**src/hdl/core_cfg_pkg.sv**
```systemverilog
// Machine widths for the dispatch stage; WB_WIDTH must equal DISPATCH_WIDTH, one port per lane
package core_cfg_pkg;

	// ================================================
	// Front end and back end widths
	// ================================================

	// Micro-ops accepted from decode per cycle
	parameter int DECODE_WIDTH = 2;

	// Micro-ops leaving the queue per cycle, one per lane
	parameter int DISPATCH_WIDTH = 2;

	// Writeback broadcast ports, one per lane
	parameter int WB_WIDTH = DISPATCH_WIDTH;

	// Physical register file size and tag width
	parameter int PHY_REG_NUM = 32;
	parameter int PREG_W = $clog2(PHY_REG_NUM);

endpackage

```
**src/hdl/dq_types_pkg.sv**
```systemverilog
// Entry and enum types for the dispatch stage; opcode needs 2 bits, one encoding is unused
package dq_types_pkg;

	// ================================================
	// Opcodes, latency class of a micro-op
	// ================================================
	typedef enum logic [1:0] {
		OP_ALU  = 2'd0,
		OP_MUL  = 2'd1,
		OP_LOAD = 2'd2
	} opcode_e;

	// Queue entry, 19 bits with 5-bit tags
	// Ready bits are owned by the busy table and the queue wakeup
	typedef struct packed {
		opcode_e                          opcode;
		logic [core_cfg_pkg::PREG_W-1:0] pdest;
		logic [core_cfg_pkg::PREG_W-1:0] src0;
		logic [core_cfg_pkg::PREG_W-1:0] src1;
		logic                             src0_ready;
		logic                             src1_ready;
	} dq_entry_t;

	// Flush sequencer states
	typedef enum logic [1:0] {
		ST_RUN   = 2'd0,
		ST_FLUSH = 2'd1,
		ST_DRAIN = 2'd2
	} seq_state_e;

endpackage

```
**src/hdl/busy_table.sv**
```systemverilog
// Destination tags must be unique while in flight; ready bits arriving on in_entry_i are ignored
`timescale 1ns/1ps

module busy_table (
	input  logic clk,
	input  logic rst_n,
	input  logic [core_cfg_pkg::DECODE_WIDTH-1:0] in_valid_i,
	input  dq_types_pkg::dq_entry_t [core_cfg_pkg::DECODE_WIDTH-1:0] in_entry_i,
	input  logic in_ready_i,
	input  logic busy_clear_i,
	input  logic [core_cfg_pkg::WB_WIDTH-1:0] wb_valid_i,
	input  logic [core_cfg_pkg::WB_WIDTH-1:0][core_cfg_pkg::PREG_W-1:0] wb_pdest_i,
	output logic [core_cfg_pkg::DECODE_WIDTH-1:0] dq_write_valid_o,
	output dq_types_pkg::dq_entry_t [core_cfg_pkg::DECODE_WIDTH-1:0] dq_write_entry_o
);

	// One bit per physical register, set while a producer is in flight
	logic [core_cfg_pkg::PHY_REG_NUM-1:0] busy_q, busy_n;
	logic [core_cfg_pkg::DECODE_WIDTH-1:0] accept;
	// High from a clear until intake resumes
	logic post_clear_q;

	// Slots taken this cycle
	assign accept = in_valid_i & {core_cfg_pkg::DECODE_WIDTH{in_ready_i}};
	assign dq_write_valid_o = accept;

	// ================================================
	// Source ready fill-in
	// ================================================
	always_comb begin
		for (int i = 0; i < core_cfg_pkg::DECODE_WIDTH; i++) begin
			dq_write_entry_o[i] = in_entry_i[i];
			// Table lookup
			dq_write_entry_o[i].src0_ready = !busy_q[in_entry_i[i].src0];
			dq_write_entry_o[i].src1_ready = !busy_q[in_entry_i[i].src1];
			// Same-cycle writeback bypass
			for (int j = 0; j < core_cfg_pkg::WB_WIDTH; j++) begin
				if (wb_valid_i[j] && wb_pdest_i[j] == in_entry_i[i].src0) begin
					dq_write_entry_o[i].src0_ready = 1'b1;
				end
				if (wb_valid_i[j] && wb_pdest_i[j] == in_entry_i[i].src1) begin
					dq_write_entry_o[i].src1_ready = 1'b1;
				end
			end
			// Older producer in the same group wins over the bypass
			for (int k = 0; k < i; k++) begin
				if (accept[k] && in_entry_i[k].pdest == in_entry_i[i].src0) begin
					dq_write_entry_o[i].src0_ready = 1'b0;
				end
				if (accept[k] && in_entry_i[k].pdest == in_entry_i[i].src1) begin
					dq_write_entry_o[i].src1_ready = 1'b0;
				end
			end
		end
	end

	// ================================================
	// Busy bit update
	// ================================================
	always_comb begin
		busy_n = busy_q;
		// Writebacks release their tag
		for (int j = 0; j < core_cfg_pkg::WB_WIDTH; j++) begin
			if (wb_valid_i[j]) begin
				busy_n[wb_pdest_i[j]] = 1'b0;
			end
		end
		// New producers, after release so a recycled tag stays busy
		for (int i = 0; i < core_cfg_pkg::DECODE_WIDTH; i++) begin
			if (accept[i]) begin
				busy_n[in_entry_i[i].pdest] = 1'b1;
			end
		end
		if (busy_clear_i) begin
			busy_n = '0;
		end
	end

	always_ff @(posedge clk or negedge rst_n) begin
		if (!rst_n) begin
			busy_q       <= '0;
			post_clear_q <= 1'b0;
		end else begin
			busy_q <= busy_n;
			if (busy_clear_i) begin
				post_clear_q <= 1'b1;
			end else if (|accept) begin
				post_clear_q <= 1'b0;
			end
		end
	end

	// Writeback from the lanes must hit a register the table marked busy
	for (genvar j = 0; j < core_cfg_pkg::WB_WIDTH; j++) begin : g_wb_chk
		a_wb_busy: assert property (@(posedge clk) disable iff (!rst_n)
			wb_valid_i[j] && !post_clear_q |-> busy_q[wb_pdest_i[j]]);
	end

endmodule

```
**src/hdl/dispatch_queue.sv**
```systemverilog
// QUEUE_DEPTH must be a power of two and at least DECODE_WIDTH; reads must be a low-slot prefix
`timescale 1ns/1ps

module dispatch_queue #(
	parameter int QUEUE_DEPTH = 8
) (
	input  logic clk,
	input  logic rst_n,
	input  logic flush_i,
	input  logic [core_cfg_pkg::DECODE_WIDTH-1:0] write_valid_i,
	input  dq_types_pkg::dq_entry_t [core_cfg_pkg::DECODE_WIDTH-1:0] write_data_i,
	output logic write_ready_o,
	output logic [core_cfg_pkg::DISPATCH_WIDTH-1:0] read_valid_o,
	output dq_types_pkg::dq_entry_t [core_cfg_pkg::DISPATCH_WIDTH-1:0] read_data_o,
	input  logic [core_cfg_pkg::DISPATCH_WIDTH-1:0] read_ready_i,
	input  logic [core_cfg_pkg::WB_WIDTH-1:0] wb_i,
	input  logic [core_cfg_pkg::WB_WIDTH-1:0][core_cfg_pkg::PREG_W-1:0] wb_pdest_i
);

	localparam int PTR_W = $clog2(QUEUE_DEPTH);
	localparam int CNT_W = $clog2(QUEUE_DEPTH + 1);

	// Entry storage
	dq_types_pkg::dq_entry_t [QUEUE_DEPTH-1:0] mem_q, mem_n;
	// Control state
	logic [PTR_W-1:0] head_q, head_n;
	logic [PTR_W-1:0] tail_q, tail_n;
	logic [CNT_W-1:0] cnt_q, cnt_n;
	// Per-cycle traffic
	logic [CNT_W-1:0] write_cnt, read_cnt;
	logic [PTR_W-1:0] wr_ptr;

	// Room for a full decode group
	assign write_ready_o = cnt_q <= CNT_W'(QUEUE_DEPTH - core_cfg_pkg::DECODE_WIDTH);

	// ================================================
	// Head side, oldest entries first
	// ================================================
	always_comb begin
		for (int i = 0; i < core_cfg_pkg::DISPATCH_WIDTH; i++) begin
			read_valid_o[i] = cnt_q > CNT_W'(i);
			read_data_o[i]  = mem_q[head_q + PTR_W'(i)];
		end
	end

	// ================================================
	// Next state
	// ================================================
	always_comb begin
		mem_n = mem_q;

		// Tag wakeup on stored entries
		for (int i = 0; i < QUEUE_DEPTH; i++) begin
			for (int j = 0; j < core_cfg_pkg::WB_WIDTH; j++) begin
				if (wb_i[j] && mem_q[i].src0 == wb_pdest_i[j]) begin
					mem_n[i].src0_ready = 1'b1;
				end
				if (wb_i[j] && mem_q[i].src1 == wb_pdest_i[j]) begin
					mem_n[i].src1_ready = 1'b1;
				end
			end
		end

		// Tail writes, packed so a gap in the valid bits leaves no hole
		write_cnt = '0;
		wr_ptr    = tail_q;
		for (int i = 0; i < core_cfg_pkg::DECODE_WIDTH; i++) begin
			if (write_valid_i[i] && write_ready_o) begin
				mem_n[wr_ptr] = write_data_i[i];
				wr_ptr        = wr_ptr + 1'b1;
				write_cnt     = write_cnt + 1'b1;
			end
		end

		// Slots leaving at the head
		read_cnt = '0;
		for (int i = 0; i < core_cfg_pkg::DISPATCH_WIDTH; i++) begin
			read_cnt = read_cnt + CNT_W'(read_ready_i[i] & read_valid_o[i]);
		end

		head_n = head_q + PTR_W'(read_cnt);
		tail_n = wr_ptr;
		cnt_n  = cnt_q + write_cnt - read_cnt;

		// Flush drops everything, including this cycle's writes
		if (flush_i) begin
			head_n = '0;
			tail_n = '0;
			cnt_n  = '0;
		end
	end

	always_ff @(posedge clk or negedge rst_n) begin
		if (!rst_n) begin
			head_q <= '0;
			tail_q <= '0;
			cnt_q  <= '0;
		end else begin
			head_q <= head_n;
			tail_q <= tail_n;
			cnt_q  <= cnt_n;
		end
	end

	always_ff @(posedge clk) begin
		mem_q <= mem_n;
	end

	a_cnt_bound: assert property (@(posedge clk) disable iff (!rst_n)
		cnt_q <= CNT_W'(QUEUE_DEPTH));

	// Select logic must never pull an empty slot
	a_read_valid: assert property (@(posedge clk) disable iff (!rst_n)
		(read_ready_i & ~read_valid_o) == '0);

endmodule

```
**src/hdl/dispatch_select.sv**
```systemverilog
// Purely combinational; slot i always goes to lane i, so a blocked slot stalls every younger one
`timescale 1ns/1ps

module dispatch_select (
	input  logic [core_cfg_pkg::DISPATCH_WIDTH-1:0] read_valid_i,
	input  dq_types_pkg::dq_entry_t [core_cfg_pkg::DISPATCH_WIDTH-1:0] read_entry_i,
	input  logic [core_cfg_pkg::DISPATCH_WIDTH-1:0] lane_free_i,
	input  logic dispatch_en_i,
	output logic [core_cfg_pkg::DISPATCH_WIDTH-1:0] read_ready_o,
	output logic [core_cfg_pkg::DISPATCH_WIDTH-1:0] issue_valid_o,
	output dq_types_pkg::dq_entry_t [core_cfg_pkg::DISPATCH_WIDTH-1:0] issue_entry_o
);

	// Slot may go on its own merits
	logic [core_cfg_pkg::DISPATCH_WIDTH-1:0] can_go;
	// Slot goes, with every older slot going too
	logic [core_cfg_pkg::DISPATCH_WIDTH-1:0] fire;

	always_comb begin
		for (int i = 0; i < core_cfg_pkg::DISPATCH_WIDTH; i++) begin
			can_go[i] = read_valid_i[i] && read_entry_i[i].src0_ready
				&& read_entry_i[i].src1_ready && lane_free_i[i] && dispatch_en_i;
		end
		// In-order chain from the head
		fire[0] = can_go[0];
		for (int i = 1; i < core_cfg_pkg::DISPATCH_WIDTH; i++) begin
			fire[i] = can_go[i] && fire[i-1];
		end
	end

	// Pop from the queue and launch into the lane together
	assign read_ready_o  = fire;
	assign issue_valid_o = fire;
	assign issue_entry_o = read_entry_i;

endmodule

```
**src/hdl/exec_timer.sv**
```systemverilog
// All latencies must be at least 1 and LAT_LOAD the largest; lane i reports on writeback port i
`timescale 1ns/1ps

module exec_timer #(
	parameter int LAT_ALU  = 1,
	parameter int LAT_MUL  = 3,
	parameter int LAT_LOAD = 4
) (
	input  logic clk,
	input  logic rst_n,
	input  logic [core_cfg_pkg::DISPATCH_WIDTH-1:0] issue_valid_i,
	input  dq_types_pkg::dq_entry_t [core_cfg_pkg::DISPATCH_WIDTH-1:0] issue_entry_i,
	output logic [core_cfg_pkg::DISPATCH_WIDTH-1:0] lane_free_o,
	output logic lanes_idle_o,
	output logic [core_cfg_pkg::WB_WIDTH-1:0] wb_valid_o,
	output logic [core_cfg_pkg::WB_WIDTH-1:0][core_cfg_pkg::PREG_W-1:0] wb_pdest_o
);

	localparam int CNT_W = $clog2(LAT_LOAD + 1);

	// Zero means idle, one means writeback this cycle
	logic [core_cfg_pkg::DISPATCH_WIDTH-1:0][CNT_W-1:0] cnt_q;
	logic [core_cfg_pkg::DISPATCH_WIDTH-1:0][core_cfg_pkg::PREG_W-1:0] pdest_q;

	// Opcode to cycle count
	function automatic logic [CNT_W-1:0] op_latency(input dq_types_pkg::opcode_e op);
		case (op)
			dq_types_pkg::OP_MUL:  op_latency = CNT_W'(LAT_MUL);
			dq_types_pkg::OP_LOAD: op_latency = CNT_W'(LAT_LOAD);
			default:               op_latency = CNT_W'(LAT_ALU);
		endcase
	endfunction

	// ================================================
	// Lane counters
	// ================================================
	always_ff @(posedge clk or negedge rst_n) begin
		if (!rst_n) begin
			cnt_q <= '0;
		end else begin
			for (int i = 0; i < core_cfg_pkg::DISPATCH_WIDTH; i++) begin
				if (issue_valid_i[i]) begin
					cnt_q[i] <= op_latency(issue_entry_i[i].opcode);
				end else if (cnt_q[i] != '0) begin
					cnt_q[i] <= cnt_q[i] - 1'b1;
				end
			end
		end
	end

	// Tag held for the broadcast
	always_ff @(posedge clk) begin
		for (int i = 0; i < core_cfg_pkg::DISPATCH_WIDTH; i++) begin
			if (issue_valid_i[i]) begin
				pdest_q[i] <= issue_entry_i[i].pdest;
			end
		end
	end

	always_comb begin
		lanes_idle_o = 1'b1;
		for (int i = 0; i < core_cfg_pkg::DISPATCH_WIDTH; i++) begin
			wb_valid_o[i] = cnt_q[i] == CNT_W'(1);
			wb_pdest_o[i] = pdest_q[i];
			// Free in the writeback cycle, so back-to-back issue is possible
			lane_free_o[i] = cnt_q[i] == '0 || wb_valid_o[i];
			if (cnt_q[i] != '0) begin
				lanes_idle_o = 1'b0;
			end
		end
	end

	// Select must respect lane occupancy
	a_issue_free: assert property (@(posedge clk) disable iff (!rst_n)
		(issue_valid_i & ~lane_free_o) == '0);

endmodule

```
**src/hdl/flush_fsm.sv**
```systemverilog
// flush_req_i is a one-cycle pulse; a request outside ST_RUN is dropped
`timescale 1ns/1ps

module flush_fsm (
	input  logic clk,
	input  logic rst_n,
	input  logic flush_req_i,
	input  logic write_ready_i,
	input  logic lanes_idle_i,
	output logic in_ready_o,
	output logic dispatch_en_o,
	output logic q_flush_o,
	output logic busy_clear_o
);

	dq_types_pkg::seq_state_e state_q, state_n;

	// ================================================
	// Run, flush, drain
	// ================================================
	always_comb begin
		state_n = state_q;
		case (state_q)
			dq_types_pkg::ST_RUN: begin
				if (flush_req_i) begin
					state_n = dq_types_pkg::ST_FLUSH;
				end
			end
			// Single cycle of clearing
			dq_types_pkg::ST_FLUSH: state_n = dq_types_pkg::ST_DRAIN;
			// Wait out whatever is still executing
			dq_types_pkg::ST_DRAIN: begin
				if (lanes_idle_i) begin
					state_n = dq_types_pkg::ST_RUN;
				end
			end
			default: state_n = dq_types_pkg::ST_RUN;
		endcase
	end

	always_ff @(posedge clk or negedge rst_n) begin
		if (!rst_n) begin
			state_q <= dq_types_pkg::ST_RUN;
		end else begin
			state_q <= state_n;
		end
	end

	// Intake and dispatch only while running
	assign in_ready_o    = state_q == dq_types_pkg::ST_RUN && write_ready_i;
	assign dispatch_en_o = state_q == dq_types_pkg::ST_RUN;
	assign q_flush_o     = state_q == dq_types_pkg::ST_FLUSH;
	assign busy_clear_o  = state_q == dq_types_pkg::ST_FLUSH;

	a_state_legal: assert property (@(posedge clk) disable iff (!rst_n)
		state_q inside {dq_types_pkg::ST_RUN, dq_types_pkg::ST_FLUSH, dq_types_pkg::ST_DRAIN});

endmodule

```
**src/hdl/dispatch_core_top.sv**
```systemverilog
// Caller supplies unique destination tags; no renaming, operand values or partial recovery
`timescale 1ns/1ps

module dispatch_core_top #(
	parameter int QUEUE_DEPTH = 8,
	parameter int LAT_ALU     = 1,
	parameter int LAT_MUL     = 3,
	parameter int LAT_LOAD    = 4
) (
	input  logic clk,
	input  logic rst_n,
	input  logic [core_cfg_pkg::DECODE_WIDTH-1:0] in_valid_i,
	input  dq_types_pkg::dq_entry_t [core_cfg_pkg::DECODE_WIDTH-1:0] in_entry_i,
	output logic in_ready_o,
	input  logic flush_req_i,
	output logic [core_cfg_pkg::DISPATCH_WIDTH-1:0] issue_valid_o,
	output dq_types_pkg::dq_entry_t [core_cfg_pkg::DISPATCH_WIDTH-1:0] issue_entry_o,
	output logic [core_cfg_pkg::WB_WIDTH-1:0] wb_valid_o,
	output logic [core_cfg_pkg::WB_WIDTH-1:0][core_cfg_pkg::PREG_W-1:0] wb_pdest_o
);

	// ================================================
	// Internal nets
	// ================================================
	// Busy table to queue
	logic [core_cfg_pkg::DECODE_WIDTH-1:0] dq_write_valid;
	dq_types_pkg::dq_entry_t [core_cfg_pkg::DECODE_WIDTH-1:0] dq_write_entry;
	// Queue head and select
	logic [core_cfg_pkg::DISPATCH_WIDTH-1:0] read_valid;
	dq_types_pkg::dq_entry_t [core_cfg_pkg::DISPATCH_WIDTH-1:0] read_entry;
	logic [core_cfg_pkg::DISPATCH_WIDTH-1:0] read_ready;
	logic write_ready;
	// Lane status
	logic [core_cfg_pkg::DISPATCH_WIDTH-1:0] lane_free;
	logic lanes_idle;
	// Sequencer controls
	logic dispatch_en, q_flush, busy_clear;

	busy_table u_busy_table (
		.clk(clk), .rst_n(rst_n),
		.in_valid_i(in_valid_i), .in_entry_i(in_entry_i), .in_ready_i(in_ready_o),
		.busy_clear_i(busy_clear), .wb_valid_i(wb_valid_o), .wb_pdest_i(wb_pdest_o),
		.dq_write_valid_o(dq_write_valid), .dq_write_entry_o(dq_write_entry)
	);

	dispatch_queue #(.QUEUE_DEPTH(QUEUE_DEPTH)) u_dispatch_queue (
		.clk(clk), .rst_n(rst_n), .flush_i(q_flush),
		.write_valid_i(dq_write_valid), .write_data_i(dq_write_entry),
		.write_ready_o(write_ready),
		.read_valid_o(read_valid), .read_data_o(read_entry), .read_ready_i(read_ready),
		.wb_i(wb_valid_o), .wb_pdest_i(wb_pdest_o)
	);

	dispatch_select u_dispatch_select (
		.read_valid_i(read_valid), .read_entry_i(read_entry), .lane_free_i(lane_free),
		.dispatch_en_i(dispatch_en), .read_ready_o(read_ready),
		.issue_valid_o(issue_valid_o), .issue_entry_o(issue_entry_o)
	);

	exec_timer #(.LAT_ALU(LAT_ALU), .LAT_MUL(LAT_MUL), .LAT_LOAD(LAT_LOAD)) u_exec_timer (
		.clk(clk), .rst_n(rst_n),
		.issue_valid_i(issue_valid_o), .issue_entry_i(issue_entry_o),
		.lane_free_o(lane_free), .lanes_idle_o(lanes_idle),
		.wb_valid_o(wb_valid_o), .wb_pdest_o(wb_pdest_o)
	);

	flush_fsm u_flush_fsm (
		.clk(clk), .rst_n(rst_n), .flush_req_i(flush_req_i),
		.write_ready_i(write_ready), .lanes_idle_i(lanes_idle),
		.in_ready_o(in_ready_o), .dispatch_en_o(dispatch_en),
		.q_flush_o(q_flush), .busy_clear_o(busy_clear)
	);

endmodule

```
**config.mk**
```make
export PLATFORM = sky130hd
export DESIGN_NAME = dispatch_core_top
export DESIGN_NICKNAME = d
export VERILOG_FILES = /design/src/hdl/core_cfg_pkg.sv /design/src/hdl/dq_types_pkg.sv /design/src/hdl/busy_table.sv /design/src/hdl/dispatch_queue.sv /design/src/hdl/dispatch_select.sv /design/src/hdl/exec_timer.sv /design/src/hdl/flush_fsm.sv /design/src/hdl/dispatch_core_top.sv
export SDC_FILE = /design/constraint.sdc
export NUM_CORES = 1
export LEC_CHECK = 0
export ABC_CLOCK_PERIOD_IN_PS = 3480
export BUFFER_PORTS_ARGS = -buffer_cell sky130_fd_sc_hd__buf_2
export CORE_ASPECT_RATIO = 1.25
export CORE_MARGIN = 2
export CORE_UTILIZATION = 35
export CTS_BUF_LIST = sky130_fd_sc_hd__clkbuf_8
export DETAILED_ROUTE_END_ITERATION = 10
export PLACE_DENSITY_LB_ADDON = 0.25
export SLEW_MARGIN = 5
export SYNTH_ARGS = -nofsm -noshare
export SYNTH_HDL_FRONTEND = slang
export SYNTH_SLANG_ARGS = --single-unit
```
**constraint.sdc**
```tcl
create_clock -name clk -period 3.48 [get_ports clk]
set_input_delay 0.348 -clock clk [delete_from_list [all_inputs] [get_ports clk]]
set_output_delay 0.348 -clock clk [all_outputs]
set_load 0.005 [all_outputs]
```
**After elaboration in Yosys (flattened, before gate mapping)**

Cells that the tools add are included.

- Eq/ne operators: 52
- Reductions and logical operators: 74
- Bitwise logic cells: 9
- Muxes and demuxes: 93
- Add/sub/neg operators: 10
- Magnitude comparators: 21

Operator list:

| operator | count |
|---|---|
| 152-bit bitwise mux | 2 |
| 152-bit 2-to-1 mux | 2 |
| 5-bit == test | 42 |
| 32-bit 2-to-1 mux | 5 |
| 19-bit binary-select mux with 3-bit select | 2 |
| 19-bit demux with 3-bit select | 2 |
| 19-bit 2-to-1 mux | 4 |
| 32-bit bitwise AND | 2 |
| 32-bit NOT | 2 |
| 32-bit OR | 2 |
| 1-bit logical AND | 60 |
| 1-bit 2-to-1 mux | 53 |
| 5-bit by 6-bit < comparator with 1-bit output, second input constant | 8 |
| 3-bit 2-to-1 mux | 8 |
| 1-bit binary-select mux with 5-bit select | 4 |
| 1-bit demux with 5-bit select | 4 |
| 5-bit by 1-bit greater-or-equal comparator with 1-bit output, second input constant | 4 |
| 3-bit by 4-bit < comparator with 1-bit output, second input constant | 4 |
| 3-bit case mux with 2 select lines | 2 |
| 3-bit by 1-bit adder with 3-bit output, second input constant | 3 |
| 4-bit adder | 2 |
| 4-bit by 1-bit greater-than comparator with 1-bit output, second input constant | 2 |
| 4-bit 2-to-1 mux | 2 |
| 2-bit by 1-bit == test with 1-bit output, second input constant | 3 |
| 20 further kinds | 35 |

- Logic and storage cells: 316
- Output and inout bits: 53
- Input bits: 43
- Flip-flop bits (word level): 212

**Longest topological paths before layout**

- Depth in word-level cells: 14
- Depth in mapped cells: 17
- Mapped depth without buffers: 16

**Cells and area by module**

A second synthesis with hierarchy kept.

- Cell total of the unflattened synthesis: 1,586
- Area total of the unflattened synthesis: 17,078.9 um^2

By module, submodules not included:

| module | area each (um^2) | seq. area each (um^2) | cells each | times used |
|---|---|---|---|---|
| dispatch_queue | 11,893.9 | 3,293.2 | 1,059 | 1 |
| busy_table | 4,006.3 | 800.8 | 419 | 1 |
| exec_timer | 743.2 | 450.4 | 54 | 1 |
| dispatch_select | 334.1 | 0.0 | 45 | 1 |
| flush_fsm | 101.3 | 50.0 | 9 | 1 |

**Worst setup path before layout**

No wires, ideal clock.

- Path type: reg-to-reg
- Start point: register u_dispatch_queue.head_q[0]
- End point: register u_dispatch_queue.cnt_q[3]
- Clock period less this slack: 3.495 ns
- Slack: -0.015 ns
- Stages on the path, launching flop included: 16
- Library setup time: 0.132 ns
- Data required time: 3.348 ns
- Buffers on the path: 1
- Data arrival time: 3.363 ns
- Path through: dfrtp_1 ha_1 clkbuf_1 mux4_2 nand2_1 nor2_1 a31oi_1 nor4_4 ha_1 fa_1 inv_1 ha_1 a21o_1 a21oi_1 xnor2_1 nor2_1

- Longest elaborated chain between the ends: 12
- Elaborated cells between the ends (all ways): 19
- Classes of those cells: add/sub: 3; mux: 5; bitwise: 2; reduce/logical: 9

Ends and longest elaborated chain:

| item | RTL line | RTL |
|---|---|---|
| start: declaration | dispatch_queue.sv:26 | `logic [PTR_W-1:0] head_q, head_n;` |
| start signal: assignment | dispatch_queue.sv:99 | `head_q <= head_n;` |
| 3-bit by 1-bit adder with 3-bit output | dispatch_queue.sv:42 | `read_data_o[i] = mem_q[head_q + PTR_W'(i)];` |
| 19-bit binary-select mux with 3-bit select | dispatch_queue.sv:42 |  |
| 19-bit 2-to-1 mux (implied by the code) | dispatch_queue.sv:42 |  |
| 1-bit logical AND | dispatch_select.sv:21 | `can_go[i] = read_valid_i[i] && read_entry_i[i].src0_ready` |
| 1-bit logical AND (3 in a row) | dispatch_select.sv:22 | `&& read_entry_i[i].src1_ready && lane_free_i[i] && dispatch_en_i;` |
| 1-bit logical AND | dispatch_select.sv:27 | `fire[i] = can_go[i] && fire[i-1];` |
| 1-bit bitwise AND | dispatch_queue.sv:78 | `read_cnt = read_cnt + CNT_W'(read_ready_i[i] & read_valid_o[i]);` |
| 4-bit adder (*) | dispatch_queue.sv:78 |  |
| 4-bit subtractor (*) | dispatch_queue.sv:83 | `cnt_n = cnt_q + write_cnt - read_cnt;` |
| 4-bit 2-to-1 mux (*) | dispatch_queue.sv:86 | `if (flush_i) begin` |
| via u_dispatch_queue.cnt_n[3] | dispatch_queue.sv:28 | `logic [CNT_W-1:0] cnt_q, cnt_n;` |
| end signal: assignment | dispatch_queue.sv:101 | `cnt_q <= cnt_n;` |
| end: declaration | dispatch_queue.sv:28 |  |

Mark *: on every way through the listed nets, which the timed path passes. The rest lies on a longest branch. The select of a mux whose other input is x is not followed.
A chain may end at the register's enable or synchronous reset.

**Final worst setup path**

- Start point: register u_dispatch_queue.head_q[1]
- End point: register u_dispatch_queue.cnt_q[3]

Same word-level chain as after synthesis.

==> out/results.ini <==
[outcome]
status=finished, final reports clean

[routing]
topRoutingLayerUsed=met4
vias=14085
routed_wl_um=61400
route.detailed.drc=0
wire_per_inst_um=26.0
met2WireLength_um=30000
viasPerCell=5.96
wl_met3_um=4040
postRouteAntennaNets=0
drtPass1Iterations=5
first_iter_violations=1293
met1_length_um=24000

[synthesis]
netlist_area_um2=15900
synth_cell_types=73
netlist_instances=1702
syn_nets=1766
ys_seq_area_share_pct=28.8
synth_seq_cells=212
netlist.area_leader.share_pct=19.1
synthTopCellsByCount=dfxtp_1 (152), nor2_1 (145), nand2_1 (139)
yosysTopAreaCell=dfxtp_1
synthFlopType=dfxtp_1
synth_warnings=0
synth_most_common_cell=dfxtp_1
synth_area_leaders=dfxtp_1 (19%), mux4_2 (14%), dfrtp_1 (7.8%)
syn_area_per_cell_um2=9.37
synth-async-reset-ratio_pct=23.6
synth_edf_count=10

[placement]
post-dp-hpwl_um=42700
dpl_cell_area_um2=17100
io_buffers=91
pre_cts_ws_ns=0.00744
globalplace.congestion=0.941

[timing]
skew_ns=0.0150
hold_violations=0
grt_setup_unrepaired=false
max-slew-margin-rel_pct=29.8
period_needed_ns=3.30
worst_slew_pin_slew_ns=1.05
worst_slack_ns=0.181
min_period_over_period_pct=94.8
max_freq_mhz=303
drv_slew=0
setup_viol=0

[critical_path]
cp-start-kind=flop
critPathRequiredTime_ns=3.93
critPathMaxFanout=7
cp.arrival_ns=3.75
critPathKind=flop to flop
endpoint_kind=flop

[pwr]
p_int_w=0.00861
switchingPower_w=0.00635
power_density_nw_per_um2=834
power_w=0.0150
comb_power_share_pct=50.8
clockPowerShare_pct=16.9
vdd.ir_drop.worst_uv=396
share_seq_of_total_power_pct=32.3
leakage_nw=7.38
switching_share_pct=42.4

[cells_and_area]
fin_area_um2=17900
layout-drive-gt1-share_pct=22.6
areaGrowthSynthToFinish_pct=12.5
layout.nets=1814
postLayoutCoreUtil_pct=39.8

[die]
core_area_um2=45100
rows=87
fp.dieW_um=195
die_h_um=243
initial_core_util_pct=35.4
io_pins=96
dieArea_um2=47300

[hold_path]
hold_path.class=input port to flop

[grt]
grt_pass1_vias=13920
grt_max_degree=44
grt_usage_pct=25.4
grt_pass1_wl_um=90400
antenna_found_initial=1
grt_overflow_total=0

[cts]
cts_tree=built
clockRootBuffer=clkbuf_8
h-tree-depth=2
clockBufferDepth=3
cts_sinks=212
clk_pin_slew_ns=0.06
clk_latency_ns=0.59
numCtsBuffers=40

[flow_run]
drv_cap=0

==> registers in the layout, indices dropped and copies added (netlist names) <==
register                 cells
u_busy_table.busy_q         32
u_dispatch_queue.cnt_q       4
u_dispatch_queue.head_q      3
u_dispatch_queue.mem_q     152
u_dispatch_queue.tail_q      3
u_exec_timer.cnt_q           6
u_exec_timer.wb_pdest_o     10
u_flush_fsm.state_q          2
==> metrics by stage <==
step                cells  setup TNS (ns)  hold WS (ns)
floorplan            1702               0        0.0524
global placement     2284        -0.00243         0.469
detailed placement   2284               0         0.480
CTS                  2359               0        0.0676
global route         2360               0        0.0913
finish               2362               0        0.0597
==> per-layer routing <==
metal / global-route usage [%] / up-vias
met1: 30.5 / 7004
met2: 43.7 / 618
li1: - / 6288
met3: 3.95 / 175
met4: 13.7 / 0
met5: 0 / -
==> cell families (layout without fill, tap and decap cells) <==
group | Yosys count | after routing | share of synthesized area [%]
AOI/OAI and AO/OA | 344 | 344 | 13.6
adders and majority gates | 21 | 21 | 1.79
xor gates and xnor gates | 208 | 208 | 11.5
DFF | 212 | 212 | 28.8
buffers and inverters | 201 | 281 | 5.47
other | 0 | 2 | 0
muxes | 273 | 273 | 25.7
and+or+nand+nor | 443 | 443 | 13.1
==> power by group through the flow <==
stage	Combinational, W	Clock [W]	Sequential, W
after floorplan	0.00542	0	0.00427
after global placement	0.00746	0	0.00475
after detailed placement	0.00755	0	0.00482
after CTS	0.00760	0.00258	0.00477
after global routing	0.00823	0.00268	0.00492
final	0.00760	0.00253	0.00483
==> cell type report <==
type	count	area [um2]
inverter	38	143
sequential	212	4600
multi-input combinational	1289	10500
antenna	2	5.00
tap	578	723
clock buffer	41	564
clock inverter	33	233
fill	4600	27100
timing repair buffer	169	1130
==> worst paths after layout <==
check / start / to / slack, ns / cells after the start
min in group asynchronous: rst_n / u_busy_table.busy_q[14]$_DFF_PN0_ / 0.50 / 2
worst max register to register: u_dispatch_queue.head_q[1]$_DFF_PN0_ / u_dispatch_queue.cnt_q[3]$_DFF_PN0_ / 0.18 / 13
worst min-delay path: flush_req_i / u_flush_fsm.state_q[0]$_DFFE_PN0P_ / 0.06 / 2
worst max-delay path: u_dispatch_queue.head_q[1]$_DFF_PN0_ / u_dispatch_queue.cnt_q[3]$_DFF_PN0_ / 0.18 / 13
worst min register to register: u_dispatch_queue.mem_q[71]$_DFF_P_ / u_dispatch_queue.mem_q[71]$_DFF_P_ / 0.49 / 2
max in group asynchronous: rst_n / u_busy_table.busy_q[23]$_DFF_PN0_ / 2.20 / 3
==> critical path: stages (launching register included) <==
cell and delay (ns):
dfrtp_2 0.38, buf_4 0.17, mux4_1 0.55, mux2_2 0.33, nand4_4 0.13, nor4_4 0.06, ha_1 0.23, fa_1 0.48
inv_1 0.06, ha_1 0.27, a21o_1 0.16, a21oi_1 0.17, xnor2_1 0.13, nor2_1 0.05
==> layout by cell type, fill, tap and decap left out, types with 4 or more instances in the layout <==
master and n:
nor3_1 16, o21ai_0 60, and3b_1 5, a221oi_1 12, edfxtp_1 10, nor2_1 142
buf_12 6, a22oi_1 62, nor2_2 5, clkinv_2 7, buf_4 69, nor4_1 30
nor2b_1 13, inv_1 54, mux4_2 102, o22ai_1 5, nand3_1 36, dfrtp_1 48
nand2b_1 4, a21o_1 4, nor3b_1 12, mux2i_1 124, buf_2 91, clkbuf_8 41
xnor2_1 73, o211ai_1 8, nand4_1 12, mux2_2 42, xor2_1 133, o31ai_1 5
nand2_1 139, o221a_2 4, a31oi_1 32, ha_1 17, dfxtp_1 152, and3_1 11
a21oi_1 125
==> repair_timing <==
item	4_1_cts	5_1_grt
pin swaps	0	1
hold endpoints to repair	36	0
cloned	0	0
resized for setup	1	3
hold buffers	1	0
setup endpoints to repair	1	5
setup buffers	0	1
Power figures use the tool's default switching activity.
